--- config.mk ---
export PLATFORM = sky130hd
export DESIGN_NAME = xfer_execute_flat
export DESIGN_NICKNAME = d
export VERILOG_FILES = /design/src/dma_tc_pkg.sv /design/src/dma_tc_if.sv /design/src/xfer_execute.sv /design/src/flat_wrapper.sv
export SDC_FILE = /design/constraint.sdc
export NUM_CORES = 1
export LEC_CHECK = 0
export BUFFER_PORTS_ARGS = -buffer_cell sky130_fd_sc_hd__buf_4
export CAP_MARGIN = 20
export CORE_AREA = 2 2 101 103
export CTS_BUF_LIST = sky130_fd_sc_hd__clkbuf_2 sky130_fd_sc_hd__clkbuf_4 sky130_fd_sc_hd__clkbuf_8
export CTS_CLUSTER_DIAMETER = 100
export DETAILED_ROUTE_END_ITERATION = 8
export DIE_AREA = 0 0 103 105
export PLACE_DENSITY = 0.78
export SYNTH_ARGS = -nofsm -noshare
export SYNTH_HDL_FRONTEND = slang
export SYNTH_SLANG_ARGS = --single-unit
--- constraint.sdc ---
create_clock -name clk -period 3.1 [get_ports clk]
set_clock_uncertainty 0.1 [all_clocks]
set_input_delay 0.155 -clock clk [delete_from_list [all_inputs] [get_ports clk]]
set_output_delay 0.155 -clock clk [all_outputs]
set_load 0.01 [all_outputs]
--- src/dma_tc_pkg.sv ---
package dma_tc_pkg;

  // ----------------------------------------------------------------------
  // Widths
  // ----------------------------------------------------------------------

  // Check bits per word, six Hamming bits plus overall parity
  localparam int ECC_W  = 7;
  // Stored codeword is {check, data}
  localparam int CODE_W = 32 + ECC_W;

  // ----------------------------------------------------------------------
  // Test-case type word
  // ----------------------------------------------------------------------

  typedef enum logic [1:0] {
    XFER_COPY   = 2'd0,
    XFER_ZERO   = 2'd1,
    XFER_INVERT = 2'd2
  } dma_xfer_type_e;

  // Only use_wr_fixed and dma_xfer_type steer the engine
  typedef struct packed {
    logic [22:0]    reserved;
    logic           src_is_fifo;
    logic           dst_is_fifo;
    logic           use_rd_fixed;
    logic           use_wr_fixed;
    logic           inject_rand_delays;
    logic           inject_rst;
    logic           test_block_size;
    dma_xfer_type_e dma_xfer_type;
  } xfer_type_word_t;

  // ----------------------------------------------------------------------
  // SECDED over 32 data bits
  // ----------------------------------------------------------------------

  // Data bits sit at the non power of two positions 3..38
  function automatic logic [ECC_W-1:0] ecc32_encode(input logic [31:0] data);
    logic [38:0]      pos;
    logic [ECC_W-1:0] chk;
    int unsigned      d;
    pos = '0;
    chk = '0;
    d = 0;
    for (int p = 1; p < 39; p++) begin
      if ((p & (p - 1)) != 0) begin
        pos[p] = data[d];
        d++;
      end
    end
    // Parity bit k covers every position with bit k set
    for (int k = 0; k < ECC_W - 1; k++) begin
      for (int p = 1; p < 39; p++) begin
        if ((p & (1 << k)) != 0) begin
          chk[k] = chk[k] ^ pos[p];
        end
      end
    end
    // Overall parity makes the whole codeword even
    chk[ECC_W-1] = ^{chk[ECC_W-2:0], data};
    return chk;
  endfunction

  // Returns corrected data; syndrome MSB set means an odd number of flips
  function automatic logic [31:0] ecc32_check(input logic [CODE_W-1:0] cw,
                                              output logic [ECC_W-1:0] syndrome);
    logic [31:0]      data;
    logic [ECC_W-1:0] chk;
    int unsigned      d;
    data = cw[31:0];
    chk = ecc32_encode(data);
    syndrome[ECC_W-2:0] = chk[ECC_W-2:0] ^ cw[CODE_W-2:32];
    syndrome[ECC_W-1] = ^cw;
    d = 0;
    // Flip the data bit that the syndrome points at
    for (int p = 1; p < 39; p++) begin
      if ((p & (p - 1)) != 0) begin
        if (syndrome[ECC_W-1] && (int'(syndrome[ECC_W-2:0]) == p)) begin
          data[d] = ~data[d];
        end
        d++;
      end
    end
    return data;
  endfunction

endpackage
--- src/dma_tc_if.sv ---


// ----------------------------------------------------------------------
// Payload beats from decode to execute
// ----------------------------------------------------------------------
interface beat_if #(
  parameter int ADDR_W = 12
) ();
  // valid marks a data beat
  logic                       valid;
  // first and last bound a test case, last alone closes an empty one
  logic                       first;
  logic                       last;
  dma_tc_pkg::dma_xfer_type_e xfer_type;
  logic                       wr_fixed;
  logic [31:0]                dst_offset;
  logic [31:0]                data;

  modport src  (output valid, first, last, xfer_type, wr_fixed, dst_offset, data);
  modport sink (input  valid, first, last, xfer_type, wr_fixed, dst_offset, data);
endinterface

--- src/xfer_execute.sv ---
`timescale 1ns/1ns

module xfer_execute (
  input  logic        clk,
  input  logic        reset,
  beat_if.sink        beat,
  output logic        wr_valid,
  output logic [31:0] wr_addr,
  output logic [31:0] wr_data,
  output logic        tc_end
);
  import dma_tc_pkg::*;

  // A test case never holds more words than the store
  localparam int IDX_W = beat.ADDR_W;

  logic [IDX_W-1:0] idx_q;
  logic [IDX_W-1:0] cur_idx;
  logic [31:0]      byte_off;
  logic [31:0]      next_data;

  // ----------------------------------------------------------------------
  // Address and data shaping
  // ----------------------------------------------------------------------

  // Index restarts on the first beat of each test case
  assign cur_idx  = beat.first ? '0 : idx_q;
  assign byte_off = 32'(cur_idx) << 2;

  always_comb begin
    case (beat.xfer_type)
      XFER_ZERO:   next_data = '0;
      XFER_INVERT: next_data = ~beat.data;
      default:     next_data = beat.data;
    endcase
  end

  // ----------------------------------------------------------------------
  // Write beat registers
  // ----------------------------------------------------------------------

  always_ff @(posedge clk) begin
    if (reset) begin
      wr_valid <= 1'b0;
      tc_end <= 1'b0;
      idx_q <= '0;
    end else begin
      wr_valid <= beat.valid;
      // Empty test cases close here too, with no write
      tc_end <= beat.last;
      if (beat.valid) begin
        idx_q <= cur_idx + 1'b1;
      end
    end
  end

  always_ff @(posedge clk) begin
    if (beat.valid) begin
      // Fixed mode keeps hitting the same address
      wr_addr <= beat.wr_fixed ? beat.dst_offset : beat.dst_offset + byte_off;
      wr_data <= next_data;
    end
  end

endmodule

--- src/flat_wrapper.sv ---
// flat-port wrapper written by rule: the top's interface ports become plain ports
module xfer_execute_flat import dma_tc_pkg::*;
  (clk, reset, wr_valid, wr_addr, wr_data, tc_end, beat_valid, beat_first, beat_last, beat_xfer_type, beat_wr_fixed, beat_dst_offset, beat_data);
  beat_if beat_i ();
  input  logic clk;
  input  logic reset;
  output logic wr_valid;
  output logic [31:0] wr_addr;
  output logic [31:0] wr_data;
  output logic tc_end;
  input wire logic [$bits(beat_i.valid)-1:0] beat_valid;
  input wire logic [$bits(beat_i.first)-1:0] beat_first;
  input wire logic [$bits(beat_i.last)-1:0] beat_last;
  input wire logic [$bits(beat_i.xfer_type)-1:0] beat_xfer_type;
  input wire logic [$bits(beat_i.wr_fixed)-1:0] beat_wr_fixed;
  input wire logic [$bits(beat_i.dst_offset)-1:0] beat_dst_offset;
  input wire logic [$bits(beat_i.data)-1:0] beat_data;
  assign beat_i.valid = beat_valid;
  assign beat_i.first = beat_first;
  assign beat_i.last = beat_last;
  assign beat_i.xfer_type = beat_xfer_type;
  assign beat_i.wr_fixed = beat_wr_fixed;
  assign beat_i.dst_offset = beat_dst_offset;
  assign beat_i.data = beat_data;
  xfer_execute u_core (.clk(clk), .reset(reset), .beat(beat_i), .wr_valid(wr_valid), .wr_addr(wr_addr), .wr_data(wr_data), .tc_end(tc_end));
endmodule
== Word-level counts from Yosys, hierarchy flattened ==
Cells that the tools add are included.
Operators by class
  add/subtract/negate cells: 2
  multipliers: 0
  div/mod/pow operators: 0
  order comparisons: 0
  eq/ne operators: 2
  shift-type cells: 0
  multiplexer cells: 3
  bitwise logic cells: 1
  reductions and logical operators: 0
Operators by type and width (count)
  $pmux 32 s2: 1
  $add 32x14->32: 1
  $mux 32: 1
  $not 32->32: 1
  $add 12x1->12 const B: 1
  $mux 12: 1
  $eq 2x1->1 const B: 1
  $eq 2x2->1 const B: 1
Word-level totals
  register bits after elaboration: 78
  latch bits: 0
  memory bits (writable): 0
  ROM bits: 0
  bits of input ports: 72
  output and inout bits: 66
  memories: 0

== Longest topological paths before layout ==
Gate-level depths: netlist (run 1).
  depth after elaboration: 3
  depth in mapped cells: 12

== Least setup slack after synthesis (run 1) ==
No wires, ideal clock.
  path kind: input -> register
  from: in beat_first
  to: reg u_core.wr_addr[29] (data pin)
  library setup time: 0.261 ns
  arrival: 2.576 ns
  required time: 2.739 ns
  path slack: 0.163 ns
  stages on the path: 12
  cells stage by stage: buf_2 -> buf_1 -> clkbuf_1 -> nor2b_1 -> ha_1 -> a21o_1 -> a21o_1 -> a21oi_1 -> o311a_1 -> buf_6 -> and4bb_1 -> a311o_1
On the way
  longest elaborated chain between the ends: 3
RTL lines
  start: declaration: RTL line flat_wrapper.sv:12  | input wire logic [$bits(beat_i.first)-1:0] beat_first;
  $mux 12: RTL line xfer_execute.sv:27  | assign cur_idx = beat.first ? '0 : idx_q;
  $add 32x14->32: RTL line xfer_execute.sv:60  | wr_addr <= beat.wr_fixed ? beat.dst_offset : beat.dst_offset + byte_off;
  $mux 32: RTL line xfer_execute.sv:60
  end signal: assignment: RTL line xfer_execute.sv:60
  end: declaration: RTL line xfer_execute.sv:8  | output logic [31:0] wr_addr,
No other way between the ends.
A chain may end at the register's enable or synchronous reset.

== Worst setup path in the final report (run 1) ==
  from: reg u_core.idx_q[0]
  to: reg u_core.wr_addr[19] (data pin)
On the way
  longest elaborated chain between the ends: 3
RTL lines
  start: declaration: RTL line xfer_execute.sv:17  | logic [IDX_W-1:0] idx_q;
  start signal: assignment: RTL line xfer_execute.sv:52  | idx_q <= cur_idx + 1'b1;
  $mux 12: RTL line xfer_execute.sv:27
  $add 32x14->32: RTL line xfer_execute.sv:60
  $mux 32: RTL line xfer_execute.sv:60
No other way between the ends.

==> reports/metrics.cfg, run 1 <==
[yosys]
async_flop_share_pct=0
yosysSeqAreaShare_pct=46.9
synth_fp_nets=591
yosysTopAreaCell=edfxtp_1
yosysWarnings=0
muxShareOfSynthArea_pct=1.57
yosysUniqueCellTypes=64
netlist_area_mm2=0.00470
synthFlopType=edfxtp_1
yosys_register_bits=78
synth_top_area_share_pct=40.9
synth_compound_area_share_pct=17.0
synthAdderAreaFrac_pct=2.34
synth_area_leaders=edfxtp_1, nand2_1, dfxtp_1
yosys.area_share.simple_pct=23.3
synth_area_per_cell_um2=9.19
synth_xor_xnor_area_share_pct=4.66
synthCells=511
synth_top_family_by_area=simple AND/OR/NAND/NOR gates
synth_edf_count=64

[drt]
topRoutingLayerUsed=met4
vias_per_cell=5.62
dr_wl_met3_um=847
post-route-drc-count=0
drtPass1Iterations=6
dr.first_iter.drc_count=350
dr_wl_met2_mm=6.70
wl_met1_mm=5.25
totalWireLength_mm=13.1
vias=4560
ant_nets=0
wl_per_cell_um=16.1

[sta]
tightest_slew_ns=0.696
hold_violations=0
period_needed_ns=2.92
setup_viol=0
final.setup.tns_ns=0
fmax_ghz=0.342
final_max_slew_viol_count=0
fin_crit_sh_pct=94.2
rsz0062_at_grt=no
max_slew_margin_pct=53.6
worst_slack_ns=0.180

[finish]
final_cells=811
layout_commonest_cell=buf_4
insertedDiodeCount=0
fin_nets=753
final_cell_mix=buf_4, nand2_1, edfxtp_1
synthToLayoutAreaGrowth_pct=36.4
drive_above_1_share_pct=25.4

[worst_setup_path]
arrival_ns=2.93
startpoint_type=register
cp_slowest_cell=o311a_2
cpPeakStageDelay_ns=0.52
crit_chain=nor2b_1, ha_1, o21ai_1, o31a_1, a221o_1, o311a_2, a311o_1
path_max_fanout=10
crit_path_end_kind=register
cp.required_ns=3.11
criticalPathCategory=register to register

[power]
clockPowerShare_pct=32.8
internal_power_mw=1.92
leakage_nw=2.62
peakVddDrop_v=0.000247
pwr-share-comb_pct=18.9
total_power_mw=2.59
p_per_area_mw_per_mm2=404
seq_power_share_pct=48.3
sw_frac_of_total_pct=25.9
switchingPower_mw=0.670

[clocking]
path_clk_slew_ns=0.09
cts_sinks=78
root_buffer=clkbuf_8
cts_inserted_buffers=9
cts_tree=yes
clock_path_buffers=2
cts-htree-levels=3
clock_latency_ns=0.35
cts_setup_buffers=0

[hold_path]
hp-class=input port to register

[floorplan]
rows=36
core_mm2=0.00964
dieArea_mm2=0.0108
start_util_pct=48.7
boundaryPins=138
die_y_um=105
die_w_um=103

[placement]
dp.cells=758
dpl.hpwl_mm=8.70
pre_cts_ws_ns=0.174
io_buffers=137
gp_congestion=0.869

[grt]
grt_overflow=0
antenna_found_initial=0
grt_first_pass_wirelength_mm=21.0
grt_pass1_vias=4566
globalRouteTotalUtil_pct=24.3
grt_max_degree=50

[job]
maxCapViolCount=0

[status]
outcome=finished clean

[cells by family (layout without fill, tap and decap cells)]
kind of cell	Yosys count	after routing
DFF	78	78
xor gates and xnor gates	25	25
muxes	7	7
and+or+nand+nor	225	225
buffers and inverters	47	214
adders and majority gates	9	9
AOI/OAI and AO/OA	120	120
[worst paths after layout]
kind | startpoint | endpoint | slack [ns] | cells past startpoint
max | u_core.idx_q[0] | u_core.wr_addr[19] | 0.18 | 7
min | beat_data[7] | u_core.wr_data[7] | 0.008 | 3
max reg2reg | u_core.idx_q[0] | u_core.wr_addr[19] | 0.18 | 7
min reg2reg | u_core.idx_q[7] | u_core.idx_q[7] | 0.42 | 2
[synthesized netlist by cell type (2+ instances only)]
library cell	number
a211o_1	3
a211oi_1	4
a21boi_0	2
a21o_1	3
a21oi_1	20
a221oi_1	5
a311o_1	4
a31oi_1	6
a41oi_1	2
and2_1	8
and3_1	11
and4_1	4
buf_1	3
buf_2	6
buf_4	2
clkbuf_1	19
dfxtp_1	14
edfxtp_1	64
ha_1	8
inv_1	16
mux2_2	3
mux2i_1	4
nand2_1	95
nand2b_1	6
nand3_1	9
nand4_1	4
nand4b_1	2
nor2_1	45
nor2b_1	7
nor3_1	14
nor3b_1	4
nor4_1	4
nor4b_2	3
o2111ai_1	3
o211ai_1	10
o21a_1	2
o21ai_0	36
o221ai_1	2
o22ai_1	4
or3_1	3
xnor2_1	21
xor2_1	4
[stage by stage]
| stage | cell area (um2) | utilization [%] | hold WS [ns] |
|---|---|---|---|
| 6_report | 6400 | 66.4 | 0.00843 |
| 5_1_grt | 6400 | 66.4 | 0.00948 |
| 4_1_cts | 6400 | 66.4 | 0.00280 |
| 3_5_place_dp | 5810 | 60.3 | 0.236 |
| 3_3_place_gp | 5810 | 60.3 | 0.237 |
| 2_1_floorplan | 4700 | - | 0.124 |
[critical path: cells and delay by family, from the launching register on]
family                   cells  cell delay [ns]
AO/OA/AOI/OAI                5             1.72
adder cells (fa/ha/maj)      1             0.24
flip-flops                   1             0.42
AND/OR/NAND/NOR              1             0.20
[final cells by class]
type,instances,area (um2)
fill,770,3230
multi-input combinational,386,2300
clock buffer,9,124
tap,133,166
clock inverter,7,97.6
sequential,78,2200
timing repair buffer,182,1460
inverter,16,60.1
[sequential cells by signal, summed over array words and instances, names as in the netlist]
signal and flops:
u_core.idx_q 12, u_core.tc_end 1, u_core.wr_valid 1, u_core.wr_data 32, u_core.wr_addr 32
[layer usage]
metal	vias up	global-route usage, %
met3	25	3.68
met2	184	43.1
met5	-	0
li1	2198	-
met1	2153	28.8
met4	0	9.40
[power by group through the flow]
stage                     Combinational [mW]  Sequential, mW  Clock [mW]
after floorplan                        0.151            1.31           0
after global placement                 0.429            1.27           0
after detailed placement               0.442            1.27           0
after CTS                              0.482            1.25       0.867
after global routing                   0.534            1.26       0.901
final                                  0.490            1.25       0.850
[repair_timing]
item | 4_1_cts | 5_1_grt
hold buffers | 37 | 0
setup endpoints to repair | 0 | 16
hold endpoints to repair | 48 | 0
resized for setup | 0 | 2
(Power assumes the default switching activity.)
==> inputs of run 2 (changes only) <==
--- a/config.mk
+++ b/config.mk
@@ -13,6 +13,7 @@
 export DETAILED_ROUTE_END_ITERATION = 8
 export DIE_AREA = 0 0 103 105
 export PLACE_DENSITY = 0.78
+export RECOVER_POWER = 100
 export SYNTH_ARGS = -nofsm -noshare
 export SYNTH_HDL_FRONTEND = slang
 export SYNTH_SLANG_ARGS = --single-unit
==> run 2 against run 1 <==
The run now ends with capacitance limit, slew limit left. Design area fell by 4.1%. Sequential cell count did not move. Die area did not move. Utilization fell by 2.7 points. Non-clock buffer count did not move. Sequential share of layout area rose by 1.5 points. Setup slack improved by 0.0037 ns. Via count fell by 0.18%. Total power fell by 2.3%. Global-route usage did not move. Fmax rose by 0.13%.
==> reports/metrics.cfg, run 2 (same netlist as run 1, synthesis figures left out) <==
[placement]
place_area_mm2=0.00581  ; unchanged
dpl.hpwl_mm=8.70  ; unchanged
gp_congestion=0.869  ; unchanged
io_buffers=137  ; unchanged

[floorplan]
core_mm2=0.00964  ; unchanged
boundaryPins=138  ; unchanged
dieArea_mm2=0.0108  ; unchanged
die_w_um=103  ; unchanged
rows=36  ; unchanged
start_util_pct=48.7  ; unchanged
die_y_um=105  ; unchanged

[power]
p_per_area_mw_per_mm2=412  ; +1.8%
peakVddDrop_v=0.000249  ; +0.96%
leakage_nw=2.36  ; -9.6%
total_power_mw=2.53  ; -2.3%

[sta]
final_max_slew_viol_count=50  ; +50
tightest_slew_ns=1.89  ; +1.20 ns
setup_viol=0  ; unchanged
fin_crit_sh_pct=94.1  ; -0.12 points
final.setup.tns_ns=0  ; unchanged
rsz0062_at_grt=no
max_slew_margin_pct=-26.2  ; -80 points
fmax_ghz=0.343  ; +0.13%
period_needed_ns=2.92  ; -0.00371 ns
hold_violations=0  ; unchanged

[worst_setup_path]
path_max_fanout=10  ; unchanged
criticalPathCategory=register to register
startpoint_type=register
cp.required_ns=3.11  ; about the same
crit_path_end_kind=register
arrival_ns=2.93  ; about the same

[drt]
totalWireLength_mm=13.0  ; -0.29%
vias=4552  ; -0.18%
dr.first_iter.drc_count=363  ; +3.7%
drtPass1Iterations=5  ; -1
post-route-drc-count=0  ; unchanged
ant_nets=0  ; unchanged
vias_per_cell=5.61  ; -0.18%
wl_per_cell_um=16.0  ; -0.29%

[status]
outcome=finished with violations
violations=capacitance limit, slew limit

[clocking]
path_clk_slew_ns=0.09  ; about the same
cts_inserted_buffers=9  ; unchanged
clock_path_buffers=2  ; unchanged
cts_setup_buffers=0  ; unchanged
cts_tree=yes
cts-htree-levels=3  ; unchanged
root_buffer=clkbuf_8
clock_latency_ns=0.35  ; about the same
cts_sinks=78  ; unchanged

[finish]
multi_input_area_mm2=0.00230  ; unchanged
final_cell_mix=nand2_1, buf_4, clkbuf_1
layout_commonest_cell=nand2_1
top_regs=u_core.wr_addr x32, u_core.wr_data x32, u_core.idx_q x12
seqCellArea_mm2=0.00220  ; unchanged
finalInstanceArea_mm2=0.00614  ; -4.1%
fin_nets=753  ; unchanged
synthToLayoutAreaGrowth_pct=30.8
fill_cells=859  ; +12%
final_util_pct=63.7  ; -2.7 points
insertedDiodeCount=0  ; unchanged
drive_above_1_share_pct=15.2  ; -10 points

[grt]
grt_overflow=0  ; unchanged
grt_max_degree=50  ; unchanged
globalRouteTotalUtil_pct=24.3  ; unchanged
grt_first_pass_wirelength_mm=21.0  ; unchanged
antenna_found_initial=0  ; unchanged
grt_pass1_vias=4566  ; unchanged

[hold_path]
hp-class=input port to register

[job]
maxCapViolCount=1  ; +1

run 2: through the flow:
step / instances / setup slack (ns) / hold WS [ns]
after global routing: 811 / 0.0391 / 0.00948
after detailed placement: 758 / 0.174 / 0.236
after global placement: 758 / 0.256 / 0.237
after floorplan: 511 / 0.163 / 0.124
final: 811 / 0.183 / 0.00862
after CTS: 811 / 0.140 / 0.00280
run 2: where the power goes:
group / total [mW] / internal [mW] / switching (mW)
combinational: 0.433 / 0.184 / 0.249
clock: 0.847 / 0.456 / 0.391
sequential: 1.25 / 1.22 / 0.0244
run 2: area by class of cell:
type / count / share of cell area, %
clock inverter: 7 / 1.59
clock buffer: 9 / 2.02
sequential: 78 / 35.8
inverter: 16 / 0.978
tap: 133 / 2.71
multi-input combinational: 386 / 37.4
timing repair buffer: 182 / 19.5
run 2: worst paths after layout:
check             startpoint                  to  slack (ns)  cells after the start
min reg2reg  u_core.idx_q[7]     u_core.idx_q[7]        0.42                      2
max reg2reg  u_core.idx_q[0]  u_core.wr_addr[19]        0.18                      7
max          u_core.idx_q[0]  u_core.wr_addr[19]        0.18                      7
min             beat_data[7]   u_core.wr_data[7]       0.009                      3
run 2: what timing repair did:
item,in CTS,in global routing
hold buffers,37,0
endpoints found under the hold margin,48,0
setup endpoints to repair,0,16
gates resized for setup,0,2
run 2: layer usage:
| metal | wire, um | up-vias | GRT usage, % |
|---|---|---|---|
| li1 | - | 2199 | - |
| met1 | 5250 | 2159 | 28.8 |
| met5 | 0 | - | 0 |
| met4 | 248 | 0 | 9.40 |
| met2 | 6670 | 173 | 43.1 |
| met3 | 846 | 21 | 3.68 |
run 2: worst max-delay path, cell delays in order (launching register included):
cell     delay [ns]
dfxtp_1        0.42
nor2b_1        0.20
ha_1           0.24
o21ai_1        0.09
o31a_1         0.29
a221o_1        0.44
o311a_2        0.52
a311o_1        0.38
