$ cat config.mk
export PLATFORM = sky130hd
export DESIGN_NAME = xfer_result
export DESIGN_NICKNAME = d
export VERILOG_FILES = /design/src/xfer_result.sv
export SDC_FILE = /design/constraint.sdc
export NUM_CORES = 1
export LEC_CHECK = 0
export ABC_CLOCK_PERIOD_IN_PS = 2200
export BUFFER_PORTS_ARGS = -buffer_cell sky130_fd_sc_hd__buf_2
export CORE_UTILIZATION = 48
export DETAILED_ROUTE_END_ITERATION = 12
export HOLD_SLACK_MARGIN = 0.05
export PLACE_DENSITY_LB_ADDON = 0.3
export SYNTH_ARGS = -nofsm -noshare
export SYNTH_HDL_FRONTEND = slang
export SYNTH_SLANG_ARGS = --single-unit
$ cat constraint.sdc
create_clock -name clk -period 2.2 [get_ports clk]
set_clock_uncertainty 0.1 [all_clocks]
set_input_delay 0.11 -clock clk [delete_from_list [all_inputs] [get_ports clk]]
set_output_delay 0.11 -clock clk [all_outputs]
set_load 0.1 [all_outputs]
$ cat src/xfer_result.sv
`timescale 1ns/1ns

module xfer_result (
  input  logic        clk,
  input  logic        reset,
  input  logic        start,
  input  logic        run_active,
  input  logic        run_end,
  input  logic        abort,
  input  logic        tc_end,
  input  logic        ecc_single,
  input  logic        ecc_double,
  output logic        busy,
  output logic        done,
  output logic [31:0] tc_count,
  output logic [31:0] ecc_corrected,
  output logic        ecc_fatal
);

  logic accept;
  logic finish;

  // Start during a run is dropped
  assign accept = start & ~busy;
  assign finish = run_end | abort;

  // ----------------------------------------------------------------------
  // Run status and counters
  // ----------------------------------------------------------------------

  always_ff @(posedge clk) begin
    if (reset) begin
      busy <= 1'b0;
      done <= 1'b0;
      tc_count <= '0;
      ecc_corrected <= '0;
      ecc_fatal <= 1'b0;
    end else begin
      // busy falls on the same edge done rises
      done <= finish;
      if (accept) begin
        busy <= 1'b1;
      end else if (finish) begin
        busy <= 1'b0;
      end
      if (accept) begin
        tc_count <= '0;
        ecc_corrected <= '0;
        ecc_fatal <= 1'b0;
      end else begin
        if (tc_end) begin
          tc_count <= tc_count + 32'd1;
        end
        // Corrected reads only count inside a run
        if (ecc_single && run_active) begin
          ecc_corrected <= ecc_corrected + 32'd1;
        end
        // Fatal holds until the next accepted start
        if (ecc_double) begin
          ecc_fatal <= 1'b1;
        end
      end
    end
  end

endmodule

# [Word-level counts from Yosys, hierarchy flattened]
# Cells that the tools add are included.
[word_totals] reg_bits=67 word_cells=15 output_inout_bits=67 input_bits=9
[op_classes] reduce_logical=3 n_mux=2 addsub=2 bitwise_logic=3
[op_table] op="32-bit by 1-bit adder with 32-bit output (second input constant)" n=2
[op_table] op="1-bit 2-to-1 mux" n=2
[op_table] op="2-bit nonzero test" n=1
[op_table] op="2-bit OR reduction" n=1
[op_table] op="1-bit bitwise AND" n=1
[op_table] op="1-bit logical AND" n=1
[op_table] op="1-bit inverter" n=1
[op_table] op="1-bit bitwise OR" n=1

# [Depth between registers and ports, before layout]
# Gate-level depths: netlist of run 1.
[logic_depth] word_depth=3 depth_mapped=7 mapped_depth_nobuf=5

# [Worst setup path before layout of run 1]
# OpenSTA, ideal clock, no wires.
[synth_timing] path_type="flip-flop to flip-flop" from="register tc_count[0]" to="register tc_count[22]" setup_ps=115 arrival_time_ps=2681 n_path_buf=2 path_stages_with_launch=8 period_less_slack_ps=2896 required_time_ps=1985 setup_slack_ps=-696 path_cell_list="dfxtp_1 > ha_1 > nand3_1 > or4_1 > clkbuf_1 > clkbuf_1 > o21a_1 > o21a_1"
[synth_between] elab_chain_cells=1
[synth_rtl] element="start, declared" line_no="15" source="output logic [31:0] tc_count,"
[synth_rtl] element="start signal, assigned" line_no="52" source="tc_count <= tc_count + 32'd1;"
[synth_rtl] element="32-bit by 1-bit adder with 32-bit output" line_no="52"
# Every way passes these cells.
# A chain may end at the register's enable or synchronous reset.

# [Worst setup path after layout of run 1]
[layout_timing] from="register ecc_corrected[15]" to="register ecc_corrected[30]"
[layout_between] elab_chain_cells=1
[layout_rtl] element="start, declared" line_no="16" source="output logic [31:0] ecc_corrected,"
[layout_rtl] element="start signal, assigned" line_no="56" source="ecc_corrected <= ecc_corrected + 32'd1;"
[layout_rtl] element="32-bit by 1-bit adder with 32-bit output" line_no="56"
# Every way passes these cells.

==> results of run 1 <==
## path summary, 6_finish.rpt
check | end | slack [ps] | from | cells after the start
min reg2reg | ecc_corrected[31]$_SDFFE_PP0P_ | 370 | ecc_corrected[31]$_SDFFE_PP0P_ | 2
max reg2reg | ecc_corrected[30]$_SDFFE_PP0P_ | 110 | ecc_corrected[15]$_SDFFE_PP0P_ | 4
max | ecc_corrected[30]$_SDFFE_PP0P_ | 110 | ecc_corrected[15]$_SDFFE_PP0P_ | 4
min | ecc_corrected[0]$_SDFFE_PP0P_ | 80 | run_active | 4
## cell usage in the layout, fill, tap and decap left out, types with 3 or more instances in the layout
cell	n
clkbuf_8	9
a21oi_1	35
o31ai_1	20
nor4_1	5
dlygate4sd3_1	9
dfxtp_4	35
inv_1	8
and4_1	8
or4_1	24
dfxtp_1	12
o21a_1	5
nand2_1	22
nor3_1	7
nand4_1	16
and3_1	4
xor2_1	11
buf_4	8
buf_2	75
nor2_1	33
dfxtp_2	20
clkinv_2	3
or3_1	15
nand3_1	23
o21ai_0	13
xnor2_1	12
## logic make-up after synthesis
| group | synth area share |
|---|---|
| and+or+nand+nor | 0.300 |
| AOI/OAI and AO/OA | 0.147 |
| DFF | 0.433 |
| buffers and inverters | 0.0368 |
| xor gates and xnor gates | 0.0651 |
| muxes | 0.0101 |
| adders and majority gates | 0.00809 |
## worst register-to-register path, delay by kind of cell, from the launching register on
kind             cells  cell delay [ps]
AND/OR/NAND/NOR      3             1370
flip-flops           1              370
AO/OA/AOI/OAI        1              170
## metal layers
layer  track usage  part of all wire  vias up
met5             0                 0        -
met4        0.0895             0.016        0
met3        0.0484             0.052       10
met2         0.375              0.47       73
met1         0.257              0.46     1422
li1              -                 -     1522
## timing repair
action / CTS / global route
hold buffers: 9 / 0
hold endpoints to repair: 8 / 0
resized for setup: 0 / 0
## report_power, final
part / internal [mW] / switching (mW) / leakage [nW]
logic: 0.0321 / 0.0937 / 0.784
registers: 1.18 / 0.00617 / 0.579
clock network: 0.516 / 0.461 / 0.0974
total: 1.73 / 0.561 / 1.46
## metrics by stage
step	hold WS (ps)	util	instances	power [mW]	instance area, µm²
global route	111	0.660	528	2.37	4000
detailed placement	231	0.614	503	1.33	3720
CTS	68.6	0.660	528	2.31	4000
finish	79.3	0.660	528	2.29	4000
floorplan	75.0	-	365	1.30	3280
global placement	218	0.614	503	1.33	3720
## flip-flops by register name, indices dropped and copies added (netlist names)
name and count:
busy 1, done 1, ecc_corrected 32, ecc_fatal 1, tc_count 32
## area by class of cell
type | instances | area [µm²] | share of cell area
clock buffers | 10 | 128 | 0.0319
repair buffers | 92 | 526 | 0.131
well taps | 75 | 93.8 | 0.0235
flip-flops and latches | 67 | 1500 | 0.375
multi-input cells | 270 | 1670 | 0.417
inverters | 8 | 30.0 | 0.00751
clock inverters | 6 | 57.6 | 0.0144
==> flow_summary.toml, run 1 <==
[sta]
maxSlewViolCount = 0
rsz0062_at_grt = "no"
final_hold_viol_count = 0
fmax_ghz = 0.479
tightest_slew_ps = 513
min_period_ps = 2090
post-route-period-util = 0.950
setup_viol = 0
slew-limit-headroom = 0.660
fin_setup_tns_ps = 0
layout_setup_ws_ps = 110

[run]
cap_violations = 0

[yosys]
async_flop_share = 0
synth_area_mm2 = 0.00309
syn-mean-instance-area_um2 = 8.48
ys_ff_latch = 67
syn_nets = 376
synth_cell_types = 35
syn_inst = 365
yosys_warnings = 0
yosys-top-cells-area = "dfxtp_1 (43%), or4_1 (5.8%), a21oi_1 (5.7%)"
ys_seq_area_frac = 0.433
synth_common_cells = "dfxtp_1 (67), a21oi_1 (35), nor2_1 (33), nand3_1 (24), or4_1 (24)"
synth-main-ff-cell = "dfxtp_1"
yosysMostFrequentCell = "dfxtp_1"
yosys.area.top_type = "dfxtp_1"
netlist.area_leader.share = 0.433
synth_edf_count = 0

[global_routing]
grt_pass1_vias = 2561
grt_pass1_wl_um = 11200
grt.total_usage = 0.216
antenna_found_initial = 0
grt_max_degree = 40
grt_overflow_total = 0

[route]
drc = 0
wl_per_cell_um = 13.7
initialDrtViolationCount = 112
ant_nets = 0
vias_per_cell = 5.73
routed_wl_um = 7220
vias = 3027
firstDrtPassIters = 4

[power_and_ir_drop]
ir_worst_vdd_mv = 0.375
p_leak_nw = 1.46
power.density_mw_per_mm2 = 572

[clocking]
clkTransAtPathRegs_ps = 70
cts.sinks = 67
clk-insertion-delay-late_ps = 340
cts_setup_buffers = 0
clock_path_buffers = 2
cts_root_buffer = "clkbuf_8"
cts_tree = "built"
cts_buffers = 9
htree_levels = 3

[critical_path]
crit_slowest_cell = "or4_4"
end_kind = "flop"
worstPathArrival_ps = 2250
critPathMaxFanout = 23
crit_chain = "nand4_1, or4_4, or4_1, a21oi_1"
worst-path-buf-inv = 0
worstSetupPathType = "reg2reg"
required_ps = 2360
cp-start-kind = "flop"
max_stage_delay_ps = 660
critPathTopFamily = "simple AND/OR/NAND/NOR gates"

[outcome]
outcome = "completed"

[floorplan]
core_mm2 = 0.00606
die_area_mm2 = 0.00677
die_y_um = 82.3
die_width_um = 82.3
pin_count = 76
rows = 28
start_util = 0.511

[place]
gp_congestion = 0.817
port_buffers = 75
place_worst_setup_slack_ps = 157
dpl.hpwl_um = 4990

[finish]
syn_to_final_growth_pct = 29.2
drive_above_1_share = 0.351
fill_cells = 508
num_antenna_cells = 0
nets = 459

[min_path]
hold_path_class = "in2reg"
Power figures use the tool's default switching activity.
==> run 2, diff against run 1 <==
Settings changed: SETUP_SLACK_MARGIN set to 0.5.
==> run 2 against run 1 <==
  * Largest power group unchanged
  * Critical path depth is 1 higher
  * Sequential power about the same
  * Wire length up 32%
  * Sequential share of layout area fell by 5.7 points
  * Total power is essentially flat
  * First-iteration DRC count is 76% higher
  * Fmax is 1.2% higher
  * Non-clock buffer count grew 52
  * Highest routed layer unchanged
  * Cell count up 11%
  * Global-route usage grew 4.6 points
==> flow_summary.toml, run 2 (synthesis results as in run 1) <==
[route]
initialDrtViolationCount = 197
vias = 3502
drc = 0
ant_nets = 0
vias_per_cell = 6.00
routed_wl_um = 9560
firstDrtPassIters = 5
wl_per_cell_um = 16.4

[sta]
post-route-period-util = 0.939
fin_setup_tns_ps = 0
maxSlewViolCount = 0
fmax_ghz = 0.484
slew-limit-headroom = 0.667
final_hold_viol_count = 0
layout_setup_ws_ps = 134
setup_viol = 0
tightest_slew_ps = 503
min_period_ps = 2070
rsz0062_at_grt = "yes"

[finish]
nets = 515
post-route-cell-area_mm2 = 0.00482
drive_above_1_share = 0.517
num_antenna_cells = 0
stdcell_count = 584
layout_common_cells = "buf_2 (75), dfxtp_4 (47), buf_4 (45)"
largestRegisters = "ecc_corrected: 32 flops, tc_count: 32 flops"
syn_to_final_growth_pct = 55.9
fill_cells = 377
final_common_cell = "buf_2"

[power_and_ir_drop]
ir_worst_vdd_mv = 0.490
power_mw = 2.29
switching_power_mw = 0.567
p_sw_frac = 0.248
intPower_mw = 1.72
clkPwrFrac = 0.424
p_leak_nw = 1.83
seqPwrFrac = 0.511
p_comb_frac = 0.065
power.density_mw_per_mm2 = 474

[critical_path]
rr_endpoint = "ecc_corrected[25]$_SDFFE_PP0P_"
crit_slowest_cell = "or4_4"
max_stage_delay_ps = 640
worstPathArrival_ps = 2220
r2r_setup_slack_ps = 130
critPathMaxFanout = 5
rr_worst_depth = 5
worstSetupPathType = "reg2reg"
critPathTopFamily = "simple AND/OR/NAND/NOR gates"
required_ps = 2360
cp-start-kind = "flop"
worst-path-buf-inv = 1
end_kind = "flop"
reg2reg_from = "ecc_corrected[0]$_SDFFE_PP0P_"
crit_chain = "buf_4, nand4_1, or4_4, or4_1, a21oi_1"

[floorplan]
start_util = 0.511
die_y_um = 82.3
core_mm2 = 0.00606
die_area_mm2 = 0.00677
die_width_um = 82.3
pin_count = 76
rows = 28

[clocking]
clkTransAtPathRegs_ps = 70
cts_tree = "built"
cts_root_buffer = "clkbuf_8"
htree_levels = 3
cts.sinks = 67
cts_buffers = 9
clock_path_buffers = 2
clk-insertion-delay-late_ps = 330

[global_routing]
grt_util_met3 = 0.0549
grt.busiest_layer = "met2"
antenna_found_initial = 0
grt.total_usage = 0.263
grt_pass1_wl_um = 13500
grt.met2_usage = 0.416
grt_overflow_total = 0
grt_util_met1 = 0.334
grt_pass1_vias = 3027
grt_max_degree = 26

[min_path]
hold-path-endpoint = "tc_count[2]$_SDFFE_PP0P_"
hold_path_class = "in2reg"
hp-start = "tc_end"
min_path_cells = 4

[place]
place_worst_setup_slack_ps = 75.0
dpl-instance-area_mm2 = 0.00381
port_buffers = 75
gp_congestion = 0.821
dpl.cell_count = 501
dpl.hpwl_um = 5030

[outcome]
outcome = "completed"

[run]
cap_violations = 0
## run 2: cell types whose count changed in the layout (fill, tap and decap cells not counted), sizes merged
cell / previous run / this run
clkinv: 5 / 3
buf: 83 / 135
or4: 25 / 29
clkinvlp: 0 / 2
## run 2: through the flow
step	utilization	hold WS, ps
global placement	0.629	215
floorplan	-	72.7
finish	0.796	69.4
detailed placement	0.629	221
global route	0.796	104
CTS	0.740	52.5
## run 2: cell type report
cell class                 count  area [µm²]  share of cell area
multi-input combinational    274        1990               0.413
sequential                    67        1530               0.317
timing repair buffer         144         993               0.206
clock buffer                  10         128              0.0265
tap                           75        93.8              0.0195
clock inverter                 6        56.3              0.0117
inverter                       8        30.0             0.00622
## run 2: power groups by stage
stage | clock [mW] | combinational [mW] | sequential, mW
detailed placement | 0 | 0.121 | 1.20
global route | 1.03 | 0.159 | 1.17
floorplan | 0 | 0.0396 | 1.25
global placement | 0 | 0.121 | 1.20
finish | 0.971 | 0.149 | 1.17
CTS | 0.987 | 0.138 | 1.17
## run 2: worst min-delay path, delay by kind of cell
family / cells / cell delay (ps)
simple gates: 2 / 150
xor+xnor: 1 / 60
buf+inv: 1 / 150
## run 2: metal layers
metal  share of wire  up-vias  wire (µm)
li1                -     1661          -
met1            0.43     1652       4100
met2            0.48      157       4620
met3           0.061       32        582
met4           0.026        0        252
met5               0        -          0
## run 2: worst max-delay path by stage
stage	start	to	slack (ps)	cells past startpoint
after floorplan	ecc_corrected[13]$_SDFFE_PP0P_	ecc_corrected[26]$_SDFFE_PP0P_	70	5
after global placement	tc_count[1]$_SDFFE_PP0P_	tc_count[28]$_SDFFE_PP0P_	170	5
after detailed placement	tc_count[1]$_SDFFE_PP0P_	tc_count[26]$_SDFFE_PP0P_	70	5
after CTS	ecc_corrected[16]$_SDFFE_PP0P_	ecc_corrected[18]$_SDFFE_PP0P_	190	4
after global routing	ecc_corrected[0]$_SDFFE_PP0P_	ecc_corrected[25]$_SDFFE_PP0P_	80	5
final	ecc_corrected[0]$_SDFFE_PP0P_	ecc_corrected[25]$_SDFFE_PP0P_	130	5
## run 2: repair_timing
| item | 4_1_cts | 5_1_grt |
|---|---|---|
| cloned | 4 | 0 |
| setup endpoints to repair | 37 | 41 |
| buffers inserted | 38 | 16 |
| gates resized for setup | 21 | 48 |
| pin swaps | 15 | 19 |
| endpoints found under the hold margin | 7 | 0 |
| hold buffers | 9 | 0 |
==> run 3, diff against run 2 <==
Settings changed: ABC_AREA set to 1, CORE_UTILIZATION 48 to 50.
==> run 3 against run 2 <==
  * Utilization decreased by 14 points
  * Sequential share of layout area increased by 0.67 points
  * Design area decreased by 5.7%
  * Non-clock buffer count decreased by 59
  * Critical path type is now in2reg
  * Highest routed layer unchanged
==> flow_summary.toml, run 3 <==
[critical_path]
required_ps = 2340
reg2reg_from = "tc_count[0]$_SDFFE_PP0P_"
end_kind = "flop"
r2r_setup_slack_ps = 600
worstSetupPathType = "in2reg"
startpoint = "tc_end"
rr_worst_depth = 8
worstPathArrival_ps = 1750
cp-start-kind = "primary input"
rr_endpoint = "tc_count[26]$_SDFFE_PP0P_"
critPathMaxFanout = 12
crit_end = "tc_count[26]$_SDFFE_PP0P_"

[global_routing]
antenna_found_initial = 0
grt_pass1_wl_um = 15400
grt_overflow_total = 0
grt.total_usage = 0.257
grt_pass1_vias = 3579
grt_max_degree = 36

[power_and_ir_drop]
power_mw = 2.20
ir_worst_vdd_mv = 0.272
p_leak_nw = 1.88
power.density_mw_per_mm2 = 484

[floorplan]
core_mm2 = 0.00694
die_y_um = 87.7
die_area_mm2 = 0.00769
start_util = 0.529
die_width_um = 87.7
pin_count = 76
rows = 30

[sta]
fmax_ghz = 0.619
slew-limit-headroom = 0.559
fin_setup_tns_ps = 0
min_period_ps = 1620
rsz0062_at_grt = "yes"
setup_viol = 0
post-route-period-util = 0.734
final_hold_viol_count = 0
maxSlewViolCount = 0
tightest_slew_ps = 661

[min_path]
hp-start = "ecc_single"
hold_path_class = "in2reg"

[finish]
num_antenna_cells = 0
final_common_cell = "nand2_1"
multiInputGateArea_mm2 = 0.00206
syn_to_final_growth_pct = 24.0
fill_cells = 642
nets = 652
drive_above_1_share = 0.322
largestRegisters = "ecc_corrected: 32 flops, tc_count: 32 flops"
layout_common_cells = "nand2_1 (136), nor2_1 (93), buf_2 (74)"
seq_area_mm2 = 0.00148

[yosys]
yosys-top-cells-area = "dfxtp_1 (37%), nand2_1 (14%), nor2_1 (9.5%)"
yosys_warnings = 0
syn_inst = 553
synth_top_family_by_area = "simple AND/OR/NAND/NOR gates"
muxShareOfSynthArea = 0
synth_cell_types = 36
synth_edf_count = 0
synth_common_cells = "nand2_1 (136), nor2_1 (93), dfxtp_1 (67), inv_1 (63), nand3_1 (42)"
yosysMostFrequentCell = "nand2_1"
async_flop_share = 0
syn-mean-instance-area_um2 = 6.64
yosys.area.top_type = "dfxtp_1"
ys_ff_latch = 67
yosys.area_share.adder = 0.00682
synth_area_mm2 = 0.00367
synthXorXnorAreaFrac = 0.0167
syn_nets = 564
synth_compound_gate_area_share = 0.0787
synth-main-ff-cell = "dfxtp_1"
ys_seq_area_frac = 0.365
synthSimpleGateAreaFrac = 0.448
netlist.area_leader.share = 0.365

[place]
gp_congestion = 0.909
dpl.hpwl_um = 6870
port_buffers = 75

[clocking]
htree_levels = 3
cts_root_buffer = "clkbuf_8"
cts.sinks = 67
cts_tree = "built"
clock_path_buffers = 2
cts_buffers = 9
clkTransAtPathRegs_ps = 70
clk-insertion-delay-late_ps = 350

[route]
dr_wl_met3_um = 425
vias_per_cell = 5.12
wl_met2_um = 4490
topRoutingLayerUsed = "met4"
firstDrtPassIters = 4
wl_per_cell_um = 12.6
drc = 0
ant_nets = 0
met1_length_um = 4160
routed_wl_um = 9330
initialDrtViolationCount = 132
vias = 3800

[run]
cap_violations = 0

[outcome]
outcome = "completed"
## run 3: metrics by stage
step / cell area, µm² / util / std cells / hold WS [ps] / worst slack, ps
2_1_floorplan: 3830 / - / 553 / 71.7 / 500
3_3_place_gp: 4290 / 0.618 / 717 / 203 / 684
3_5_place_dp: 4290 / 0.618 / 717 / 210 / 619
4_1_cts: 4530 / 0.652 / 741 / 66.5 / 541
5_1_grt: 4550 / 0.655 / 742 / 126 / 490
6_report: 4550 / 0.655 / 742 / 73.7 / 585
## run 3: final cells by class
| class | instances | area share |
|---|---|---|
| Inverter | 72 | 0.0594 |
| Multi-Input combinational cell | 406 | 0.453 |
| Clock buffer | 11 | 0.0289 |
| Sequential cell | 67 | 0.324 |
| Tap cell | 96 | 0.0264 |
| Clock inverter | 5 | 0.00467 |
| Timing Repair Buffer | 85 | 0.104 |
## run 3: report_power, final
| part | switching, mW | leakage [nW] | internal [mW] | total [mW] |
|---|---|---|---|---|
| Clock | 0.464 | 0.0796 | 0.394 | 0.858 |
| Combinational | 0.107 | 1.22 | 0.0390 | 0.146 |
| Sequential | 0.00662 | 0.579 | 1.19 | 1.20 |
## run 3: logic make-up (layout without fill, tap and decap cells)
| family | count (synthesis) | count (layout) |
|---|---|---|
| AND/OR/NAND/NOR | 345 | 345 |
| buffers and inverters | 80 | 173 |
| flip-flops | 67 | 67 |
| AO/OA/AOI/OAI | 52 | 52 |
| XOR/XNOR | 7 | 7 |
| adder cells (fa/ha/maj) | 2 | 2 |
## run 3: layer usage
layer,GRT usage,vias to the layer above
li1,-,1940
met2,0.445,119
met1,0.302,1719
met3,0.0415,22
met5,0,-
met4,0.149,0
## run 3: worst min path at each step
stage               cells past startpoint                       endpoint  slack [ps]
floorplan                               1              busy$_SDFFE_PP0P_          70
global placement                        2              busy$_SDFFE_PP0P_         200
detailed placement                      2              busy$_SDFFE_PP0P_         210
CTS                                     4  ecc_corrected[2]$_SDFFE_PP0P_          70
global route                            4  ecc_corrected[2]$_SDFFE_PP0P_         130
finish                                  4  ecc_corrected[2]$_SDFFE_PP0P_          70
## run 3: what timing repair did
action                                  in CTS  in global routing
endpoints found under the setup margin       0                 11
buffers inserted                             0                  1
resized for setup                            0                  4
hold buffers                                 8                  0
hold endpoints to repair                     5                  0
## run 3: worst max-delay path: stages
cell	delay (ps)
dlygate4sd3_1	530
clkbuf_4	220
nand2_1	140
nor2_4	140
nand2_2	110
nor2_4	170
nand3b_1	110
nor3_1	150
nor2_1	70
