===== src/dma_tc_pkg.sv =====
package dma_tc_pkg;

  // ----------------------------------------------------------------------
  // Widths
  // ----------------------------------------------------------------------

  // Check bits per word, six Hamming bits plus overall parity
  localparam int ECC_W  = 7;
  // Stored codeword is {check, data}
  localparam int CODE_W = 32 + ECC_W;

  // ----------------------------------------------------------------------
  // Test-case type word
  // ----------------------------------------------------------------------

  typedef enum logic [1:0] {
    XFER_COPY   = 2'd0,
    XFER_ZERO   = 2'd1,
    XFER_INVERT = 2'd2
  } dma_xfer_type_e;

  // Only use_wr_fixed and dma_xfer_type steer the engine
  typedef struct packed {
    logic [22:0]    reserved;
    logic           src_is_fifo;
    logic           dst_is_fifo;
    logic           use_rd_fixed;
    logic           use_wr_fixed;
    logic           inject_rand_delays;
    logic           inject_rst;
    logic           test_block_size;
    dma_xfer_type_e dma_xfer_type;
  } xfer_type_word_t;

  // ----------------------------------------------------------------------
  // SECDED over 32 data bits
  // ----------------------------------------------------------------------

  // Data bits sit at the non power of two positions 3..38
  function automatic logic [ECC_W-1:0] ecc32_encode(input logic [31:0] data);
    logic [38:0]      pos;
    logic [ECC_W-1:0] chk;
    int unsigned      d;
    pos = '0;
    chk = '0;
    d = 0;
    for (int p = 1; p < 39; p++) begin
      if ((p & (p - 1)) != 0) begin
        pos[p] = data[d];
        d++;
      end
    end
    // Parity bit k covers every position with bit k set
    for (int k = 0; k < ECC_W - 1; k++) begin
      for (int p = 1; p < 39; p++) begin
        if ((p & (1 << k)) != 0) begin
          chk[k] = chk[k] ^ pos[p];
        end
      end
    end
    // Overall parity makes the whole codeword even
    chk[ECC_W-1] = ^{chk[ECC_W-2:0], data};
    return chk;
  endfunction

  // Returns corrected data; syndrome MSB set means an odd number of flips
  function automatic logic [31:0] ecc32_check(input logic [CODE_W-1:0] cw,
                                              output logic [ECC_W-1:0] syndrome);
    logic [31:0]      data;
    logic [ECC_W-1:0] chk;
    int unsigned      d;
    data = cw[31:0];
    chk = ecc32_encode(data);
    syndrome[ECC_W-2:0] = chk[ECC_W-2:0] ^ cw[CODE_W-2:32];
    syndrome[ECC_W-1] = ^cw;
    d = 0;
    // Flip the data bit that the syndrome points at
    for (int p = 1; p < 39; p++) begin
      if ((p & (p - 1)) != 0) begin
        if (syndrome[ECC_W-1] && (int'(syndrome[ECC_W-2:0]) == p)) begin
          data[d] = ~data[d];
        end
        d++;
      end
    end
    return data;
  endfunction

endpackage

===== src/dma_tc_if.sv =====
`timescale 1ns/1ns

// ----------------------------------------------------------------------
// Read port into the word store
// ----------------------------------------------------------------------
interface mem_rd_if #(
  parameter int ADDR_W = 12
) ();
  logic              req;
  logic [ADDR_W-1:0] addr;
  // Returned one cycle after req, already corrected
  logic [31:0]       rdata;
  logic              rvalid;
  // Error flags only mean something with rvalid
  logic              ecc_single;
  logic              ecc_double;

  modport reader (output req, addr,
                  input  rdata, rvalid, ecc_single, ecc_double);
  modport store  (input  req, addr,
                  output rdata, rvalid, ecc_single, ecc_double);
endinterface

// ----------------------------------------------------------------------
// Payload beats from decode to execute
// ----------------------------------------------------------------------
interface beat_if #(
  parameter int ADDR_W = 12
) ();
  // valid marks a data beat
  logic                       valid;
  // first and last bound a test case, last alone closes an empty one
  logic                       first;
  logic                       last;
  dma_tc_pkg::dma_xfer_type_e xfer_type;
  logic                       wr_fixed;
  logic [31:0]                dst_offset;
  logic [31:0]                data;

  modport src  (output valid, first, last, xfer_type, wr_fixed, dst_offset, data);
  modport sink (input  valid, first, last, xfer_type, wr_fixed, dst_offset, data);
endinterface


===== src/tc_decode.sv =====
`timescale 1ns/1ns

module tc_decode #(
  parameter int ADDR_W = 12
) (
  input  logic      clk,
  input  logic      reset,
  input  logic      start,
  mem_rd_if.reader  rd,
  beat_if.src       beat,
  output logic      run_active,
  output logic      run_end,
  output logic      abort
);
  import dma_tc_pkg::*;

  // FSM states
  localparam logic [2:0] S_IDLE = 3'd0;
  localparam logic [2:0] S_REQ  = 3'd1;
  localparam logic [2:0] S_CAP  = 3'd2;
  localparam logic [2:0] S_END  = 3'd3;
  // Extra cycle so the run stays busy until done
  localparam logic [2:0] S_WAIT = 3'd4;

  // Which word of the image is being read
  localparam logic [2:0] F_COUNT = 3'd0;
  localparam logic [2:0] F_TYPE  = 3'd1;
  localparam logic [2:0] F_SIZE  = 3'd2;
  localparam logic [2:0] F_SRC   = 3'd3;
  localparam logic [2:0] F_DST   = 3'd4;
  localparam logic [2:0] F_PAY   = 3'd5;

  logic [2:0]        state_q;
  logic [2:0]        field_q;
  logic [2:0]        field_nxt;
  logic [ADDR_W-1:0] addr_q;
  logic [31:0]       tc_left_q;
  logic [31:0]       remain_q;
  logic              first_q;
  logic              aborted_q;
  xfer_type_word_t   type_q;
  logic [31:0]       dst_q;
  logic              read_more;
  logic              tc_done;

  // Beat registers
  logic              beat_valid_q;
  logic              beat_first_q;
  logic              beat_last_q;
  logic [31:0]       beat_data_q;
  logic              run_end_q;
  logic              abort_q;

  // ----------------------------------------------------------------------
  // Next word to read
  // ----------------------------------------------------------------------

  always_comb begin
    read_more = 1'b1;
    field_nxt = field_q;
    tc_done = 1'b0;
    case (field_q)
      F_COUNT: begin
        field_nxt = F_TYPE;
        // Empty image ends the run at once
        read_more = rd.rdata != '0;
      end
      F_TYPE:  field_nxt = F_SIZE;
      F_SIZE:  field_nxt = F_SRC;
      // Source offset is read and checked but not used
      F_SRC:   field_nxt = F_DST;
      F_DST: begin
        if (remain_q == '0) begin
          tc_done = 1'b1;
        end else begin
          field_nxt = F_PAY;
        end
      end
      default: tc_done = remain_q == 32'd1;
    endcase
    if (tc_done) begin
      field_nxt = F_TYPE;
      read_more = tc_left_q != 32'd1;
    end
  end

  // ----------------------------------------------------------------------
  // FSM and header capture
  // ----------------------------------------------------------------------

  always_ff @(posedge clk) begin
    // Strobes default low
    beat_valid_q <= 1'b0;
    beat_first_q <= 1'b0;
    beat_last_q <= 1'b0;
    run_end_q <= 1'b0;
    abort_q <= 1'b0;
    if (reset) begin
      state_q <= S_IDLE;
      field_q <= F_COUNT;
      addr_q <= '0;
      tc_left_q <= '0;
      remain_q <= '0;
      first_q <= 1'b0;
      aborted_q <= 1'b0;
    end else begin
      case (state_q)
        S_IDLE: begin
          if (start) begin
            // Count sits at the top word
            addr_q <= '1;
            field_q <= F_COUNT;
            aborted_q <= 1'b0;
            state_q <= S_REQ;
          end
        end
        S_REQ:  state_q <= S_CAP;
        S_CAP: begin
          if (rd.rvalid) begin
            if (rd.ecc_double) begin
              aborted_q <= 1'b1;
              state_q <= S_END;
            end else begin
              case (field_q)
                F_COUNT: tc_left_q <= rd.rdata;
                F_TYPE:  type_q <= xfer_type_word_t'(rd.rdata);
                F_SIZE:  remain_q <= rd.rdata;
                F_DST: begin
                  dst_q <= rd.rdata;
                  first_q <= 1'b1;
                  // Size 0 closes with a lone first and last
                  beat_first_q <= remain_q == '0;
                  beat_last_q <= remain_q == '0;
                end
                F_PAY: begin
                  beat_valid_q <= 1'b1;
                  beat_first_q <= first_q;
                  beat_last_q <= remain_q == 32'd1;
                  beat_data_q <= rd.rdata;
                  first_q <= 1'b0;
                  remain_q <= remain_q - 32'd1;
                end
                default: ;
              endcase
              if (tc_done) begin
                tc_left_q <= tc_left_q - 32'd1;
              end
              field_q <= field_nxt;
              if (!read_more) begin
                state_q <= S_END;
              end else if (addr_q == '0) begin
                // Image would run below address 0
                aborted_q <= 1'b1;
                state_q <= S_END;
              end else begin
                addr_q <= addr_q - 1'b1;
                state_q <= S_REQ;
              end
            end
          end
        end
        S_END: begin
          // Pulse lands after the last beat has left execute
          run_end_q <= ~aborted_q;
          abort_q <= aborted_q;
          state_q <= S_WAIT;
        end
        default: state_q <= S_IDLE;
      endcase
    end
  end

  assign rd.req  = state_q == S_REQ;
  assign rd.addr = addr_q;

  assign beat.valid      = beat_valid_q;
  assign beat.first      = beat_first_q;
  assign beat.last       = beat_last_q;
  assign beat.xfer_type  = type_q.dma_xfer_type;
  assign beat.wr_fixed   = type_q.use_wr_fixed;
  assign beat.dst_offset = dst_q;
  assign beat.data       = beat_data_q;

  assign run_active = state_q != S_IDLE;
  assign run_end    = run_end_q;
  assign abort      = abort_q;

endmodule


===== src/flat_wrapper.sv =====
// flat-port wrapper written by rule: the top's interface ports become plain ports
module tc_decode_flat import dma_tc_pkg::*;
#(
  parameter int ADDR_W = 12
)
  (clk, reset, start, run_active, run_end, abort, rd_req, rd_addr, rd_rdata, rd_rvalid, rd_ecc_single, rd_ecc_double, beat_valid, beat_first, beat_last, beat_xfer_type, beat_wr_fixed, beat_dst_offset, beat_data);
  mem_rd_if #(.ADDR_W(ADDR_W)) rd_i ();
  beat_if #(.ADDR_W(ADDR_W)) beat_i ();
  input  logic clk;
  input  logic reset;
  input  logic start;
  output logic run_active;
  output logic run_end;
  output logic abort;
  output wire logic [$bits(rd_i.req)-1:0] rd_req;
  output wire logic [$bits(rd_i.addr)-1:0] rd_addr;
  input wire logic [$bits(rd_i.rdata)-1:0] rd_rdata;
  input wire logic [$bits(rd_i.rvalid)-1:0] rd_rvalid;
  input wire logic [$bits(rd_i.ecc_single)-1:0] rd_ecc_single;
  input wire logic [$bits(rd_i.ecc_double)-1:0] rd_ecc_double;
  output wire logic [$bits(beat_i.valid)-1:0] beat_valid;
  output wire logic [$bits(beat_i.first)-1:0] beat_first;
  output wire logic [$bits(beat_i.last)-1:0] beat_last;
  output wire logic [$bits(beat_i.xfer_type)-1:0] beat_xfer_type;
  output wire logic [$bits(beat_i.wr_fixed)-1:0] beat_wr_fixed;
  output wire logic [$bits(beat_i.dst_offset)-1:0] beat_dst_offset;
  output wire logic [$bits(beat_i.data)-1:0] beat_data;
  assign rd_req = rd_i.req;
  assign rd_addr = rd_i.addr;
  assign rd_i.rdata = rd_rdata;
  assign rd_i.rvalid = rd_rvalid;
  assign rd_i.ecc_single = rd_ecc_single;
  assign rd_i.ecc_double = rd_ecc_double;
  assign beat_valid = beat_i.valid;
  assign beat_first = beat_i.first;
  assign beat_last = beat_i.last;
  assign beat_xfer_type = beat_i.xfer_type;
  assign beat_wr_fixed = beat_i.wr_fixed;
  assign beat_dst_offset = beat_i.dst_offset;
  assign beat_data = beat_i.data;
  tc_decode #(.ADDR_W(ADDR_W)) u_core (.clk(clk), .reset(reset), .start(start), .rd(rd_i), .beat(beat_i), .run_active(run_active), .run_end(run_end), .abort(abort));
endmodule

===== config.mk =====
export PLATFORM = sky130hd
export DESIGN_NAME = tc_decode_flat
export DESIGN_NICKNAME = d
export VERILOG_FILES = /design/src/dma_tc_pkg.sv /design/src/dma_tc_if.sv /design/src/tc_decode.sv /design/src/flat_wrapper.sv
export SDC_FILE = /design/constraint.sdc
export NUM_CORES = 1
export LEC_CHECK = 0
export ABC_AREA = 1
export BUFFER_PORTS_ARGS = -buffer_cell sky130_fd_sc_hd__buf_4
export CORE_MARGIN = 2
export CORE_UTILIZATION = 50
export DETAILED_ROUTE_END_ITERATION = 6
export GPL_TIMING_DRIVEN = 1
export PLACE_DENSITY = 0.74
export SLEW_MARGIN = 20
export SYNTH_ARGS = -nofsm -noshare
export SYNTH_HDL_FRONTEND = slang
export SYNTH_SLANG_ARGS = --single-unit

===== constraint.sdc =====
create_clock -name clk -period 4 [get_ports clk]
set_input_delay 0.2 -clock clk [delete_from_list [all_inputs] [get_ports clk]]
set_output_delay 0.2 -clock clk [all_outputs]
set_load 0.05 [all_outputs]

# After elaboration in Yosys (flattened, before gate mapping)
# Index checks and enable logic that the tools add are counted.
# totals
register_bits,156
input_bits,38
out_inout_bits,86
word_cells,103
# op_classes
addsub,3
eq_ne,19
n_mux,36
bitwise,6
n_reduce_logical,23
# ops
cell,n
$mux 32,2
$pmux 32 s2,1
$sub 32x1->32 const B,2
$mux 12,5
$eq 32x1->1 const B,1
$logic_not 32->1,1
$ne 32x1->1 const B,1
$reduce_bool 32->1,1
$mux 3,9
$pmux 12 s2,1
$reduce_and 5->1,4
$pmux 3 s5,1
$eq 3x2->1 const B,4
$logic_not 12->1,1
$pmux 3 s4,1
$reduce_and 4->1,3
$reduce_and 6->1,2
$sub 12x1->12 const B,1
$pmux 1 s2,5
$mux 1,9
$ne 2x2->1 const B,4
$reduce_bool 2->1,4
$reduce_or 4->1,2
$ne 7x6->1 const B,1
12 further kinds,21

# Longest topological paths before layout
# logic_depth
ltp_word,8
depth_mapped,15
mapped_depth_nobuf,14

# Worst setup path before layout
# OpenSTA, ideal clock, no wires.
# synth_timing
path_type,reg2reg
startpoint,register u_core.field_q[2]
endpoint,"register u_core.beat_data_q[0], in the netlist u_core.beat.data[0] (enable)"
setup_ns,0.424
arrival_time_ns,2.468
t_required_ns,3.576
setup_slack_ns,1.108
path_stages_with_launch,6
path_buffers,1
period_less_slack_ns,2.892
path_cell_list,dfxtp_1 > inv_1 > nor2_2 > inv_1 > clkbuf_1 > nor2_1
# synth_via
elab_chain_cells,2
# synth_lines
element,line_no,text
start: declaration,tc_decode.sv:34,logic [2:0] field_q;
start signal: assignment,tc_decode.sv:148,field_q <= field_nxt;
$eq 3x3->1,tc_decode.sv:124,case (field_q)
$reduce_and 5->1 (no source line),n/a,
end signal: assignment,tc_decode.sv:139,beat_data_q <= rd.rdata;
end: declaration,tc_decode.sv:50,logic [31:0] beat_data_q;
# No other way between the ends.
# A chain may end at the register's enable or synchronous reset.

# Final worst setup path
# layout_timing
startpoint,register u_core.remain_q[0]
endpoint,register u_core.tc_left_q[2]
# layout_via
elab_chain_cells,5
elab_cells_between_ends,7
classes_between,eq/ne (1); mux (3); reduce/logical (3)
# layout_lines
element,line_no,text
start: declaration,tc_decode.sv:38,logic [31:0] remain_q;
start signal: assignment,tc_decode.sv:127,F_SIZE: remain_q <= rd.rdata;
start signal: assignment,tc_decode.sv:141,remain_q <= remain_q - 32'd1;
$logic_not 32->1,tc_decode.sv:73,if (remain_q == '0) begin
$mux 1,tc_decode.sv:73,
$pmux 1 s2 (*),tc_decode.sv:62,case (field_q)
$reduce_bool 2->1 (no source line),n/a,
$reduce_and 4->1 (no source line),n/a,
end signal: assignment,tc_decode.sv:125,F_COUNT: tc_left_q <= rd.rdata;
end signal: assignment,tc_decode.sv:146,tc_left_q <= tc_left_q - 32'd1;
end: declaration,tc_decode.sv:37,logic [31:0] tc_left_q;
# Every way passes the cells marked *; elsewhere a longest branch is shown, timed or not.

==> results.ini <==
[outcome]
outcome=finished, final reports clean

[sta]
rsz0062_at_grt=no
worstMarginPinSlew_ns=0.783
hold_viol=0
slew_headroom=0.477
finalCritPeriodShare=0.672
fin_setup_tns_ns=0
fin_ws_ns=1.31
finalClockSkew_ns=0.00984
min_period_ns=2.69
max_freq_mhz=372
slew_viol_final=0
hold_slack_ns=0.0174
setup_viol=0

[power]
max-vdd-ir-drop_v=0.000313
swShare=0.316
p_leak_uw=0.00424
clock_power_share=0.373
p_total_uw=4040
p_int_uw=2760
power_frac_seq=0.432
p_switching_uw=1280
power_density_nw_per_um2=408
comb_power_share=0.195

[finish]
syn_to_final_growth_pct=21.7
fin_nets=1223
diodes=0
final_util=0.622
final_common_cell=nand2_1
final_cell_mix=nand2_1, nor2_1, buf_4
drive_gt1_frac=0.173

[route]
drc=0
viasPerCell=5.42
wirelength_mm=23.0
first_pass_iters=5
drt-initial-drc-count=555
ant_nets=0
via_count=7620
post_drt_wl_per_cell_um=16.4

[floorplanning]
pin_count=124
die_h_um=131
die_area_um2=17300
fp.dieW_um=131
start_util=0.511
coreArea_um2=15900
std_cell_rows=46

[synthesis]
synth_cell_type_count=49
synthXorXnorAreaFrac=0.0367
synth_edf_count=67
synth_cells=1052
synth_fa_ha_area_frac=0.0108
synthMuxAreaShare=0
ys_seq_elements=156
yosysWarnings=0
synth-compound-area-share=0.126
syn_nets=1097
syn_area_per_cell_um2=7.72
synth_top_family_by_area=simple AND/OR/NAND/NOR gates
yosysSeqAreaShare=0.467
async_reset_ff_frac=0
synth_ff_type=dfxtp_1
synthSimpleGateAreaFrac=0.290
netlist_area_um2=8120

[critical_path]
slowest_stage=dfxtp_1
r2r.worst_path.cells=14
worstSetupStartpointType=flop
required_ns=4.31
critPathMostFrequentCell=nand2_1
worst_ep_arrival_time_ns=3.00
cp_max_fo=33
critical_path.max_stage_delay_ns=0.40
crit_path_end_kind=flop
r2r_start=u_core.remain_q[0]$_SDFFE_PP0P_
r2r-end=u_core.tc_left_q[2]$_SDFFE_PP0P_
worstSetupPathType=reg2reg
rrSetupSlack_ns=1.31
worstPathCellList=inv_1 -> ha_1 -> nand2_1 -> nor2_1 -> nand2_1 -> nor2_1 -> nand2_1 -> nand2_4 -> inv_4 -> nand2_2 -> nand2_4 -> clkinv_4 -> o21ai_0 -> a21oi_1

[cts]
cts_inserted_buffers=17
cts_tree=done
root_buffer=clkbuf_16
cts_sinks=156
clk_pin_slew_worst_paths_ns=0.07
htreeDepth=4
clock_tree.buffer_depth=2
clk-insertion-delay-late_ns=0.44
post-cts-setup-buffers=0

[grt]
grt_pass1_vias=6920
antenna_found_initial=0
grt_pass1_wl_mm=36.2
grt_max_degree=63
grt_overflow=0
grtUsageTotal=0.263

[hold_path]
hold_path_depth=1
hp-class=in2reg
whs_endpoint=u_core.beat.dst_offset[8]$_DFFE_PP_
min-delay-start=rd_rdata[8]

[place]
dp_hpwl_mm=15.4
portBuffers=122
dp_slack_ns=1.33
finalWeightedCongestion=0.925

[job]
drv_cap=0

-- state kept, by name, summed over array words and instances, names as in the netlist, 2 cells and up --
register                count
u_core.beat.data           32
u_core.beat.dst_offset     32
u_core.remain_q            32
u_core.tc_left_q           32
u_core.rd.addr             12
u_core.field_q              3
u_core.state_q              3
u_core.beat.xfer_type       2
-- cell type report --
| class | instances | area (um2) |
|---|---|---|
| clock inverters | 14 | 108 |
| flip-flops and latches | 156 | 3790 |
| well taps | 216 | 270 |
| inverters | 89 | 342 |
| repair buffers | 146 | 1160 |
| fillers | 1449 | 6000 |
| clock buffers | 18 | 429 |
| multi-input cells | 768 | 3780 |
-- layer usage --
layer	up-vias	wire, um	global-route usage
li1	3734	-	-
met1	3545	10000	0.348
met2	293	10600	0.421
met3	48	1740	0.0594
met4	0	642	0.100
met5	-	0	0
-- Yosys cell counts, types with 2 or more instances --
library cell / number / area [um2]
xor2_1: 21 / 184
o22ai_1: 7 / 43.8
nand3_1: 51 / 255
buf_2: 10 / 50.1
nand2_1: 249 / 935
buf_6: 6 / 67.6
clkbuf_1: 19 / 71.3
a211oi_1: 7 / 52.6
nand3b_1: 2 / 15.0
a211oi_2: 3 / 37.5
nand2_4: 3 / 33.8
o21ai_1: 8 / 40.0
nand3_2: 4 / 40.0
dfxtp_1: 89 / 1780
xnor2_1: 13 / 114
nand2_2: 9 / 56.3
o221ai_1: 2 / 17.5
nor3_1: 23 / 115
inv_2: 3 / 11.3
ha_1: 7 / 87.6
a31oi_1: 2 / 12.5
nor2_4: 2 / 22.5
buf_4: 2 / 15.0
inv_1: 84 / 315
or2_2: 7 / 43.8
o211ai_1: 3 / 22.5
nand4_1: 22 / 138
nor2_2: 7 / 43.8
a21oi_1: 92 / 460
edfxtp_1: 67 / 2010
a21oi_2: 2 / 17.5
nor2_1: 155 / 582
o21bai_1: 2 / 15.0
o21ai_0: 48 / 240
nor4_1: 4 / 25.0
or2_1: 2 / 12.5
o21a_1: 3 / 22.5
-- power by group through the flow --
stage | clock network, uW | registers [uW] | logic (uW)
after floorplan | 0 | 1850 | 492
after global placement | 0 | 1770 | 749
after detailed placement | 0 | 1780 | 760
after CTS | 1520 | 1740 | 780
after global routing | 1590 | 1750 | 868
final | 1510 | 1740 | 788
-- worst max-delay path by stage --
stage | start | end | slack [ns]
3_5_place_dp | u_core.remain_q[0]$_SDFFE_PP0P_ | u_core.tc_left_q[2]$_SDFFE_PP0P_ | 1.33
2_1_floorplan | u_core.field_q[2]$_SDFFE_PP0P_ | u_core.beat.data[0]$_DFFE_PP_ | 1.11
6_report | u_core.remain_q[0]$_SDFFE_PP0P_ | u_core.tc_left_q[2]$_SDFFE_PP0P_ | 1.31
3_3_place_gp | u_core.remain_q[0]$_SDFFE_PP0P_ | u_core.tc_left_q[2]$_SDFFE_PP0P_ | 1.38
5_1_grt | u_core.remain_q[0]$_SDFFE_PP0P_ | u_core.tc_left_q[2]$_SDFFE_PP0P_ | 0.99
4_1_cts | u_core.remain_q[0]$_SDFFE_PP0P_ | u_core.tc_left_q[2]$_SDFFE_PP0P_ | 1.31
-- through the flow --
step	cell area, um2	instances
global route	9890	1407
floorplan	8120	1052
finish	9890	1407
detailed placement	9130	1355
global placement	9130	1355
CTS	9860	1406
-- critical path, delay by kind of cell (launching register included) --
family,cells,cell delay (ns)
simple gates,8,0.97
compound gates,2,0.31
fa+ha+maj,1,0.20
buf+inv,3,0.66
flops,1,0.40
-- cell families (layout without fill, tap and decap cells) --
group	after synthesis	after routing
and+or+nand+nor	543	543
xor gates and xnor gates	34	34
buffers and inverters	128	267
adders and majority gates	7	7
AOI/OAI and AO/OA	184	184
DFF	156	156
-- timing repair --
item / 4_1_cts / 5_1_grt
hold endpoints to repair: 38 / 0
hold buffers: 19 / 0
resized for setup: 0 / 0
No activity file was read; power rests on OpenSTA's default activity.
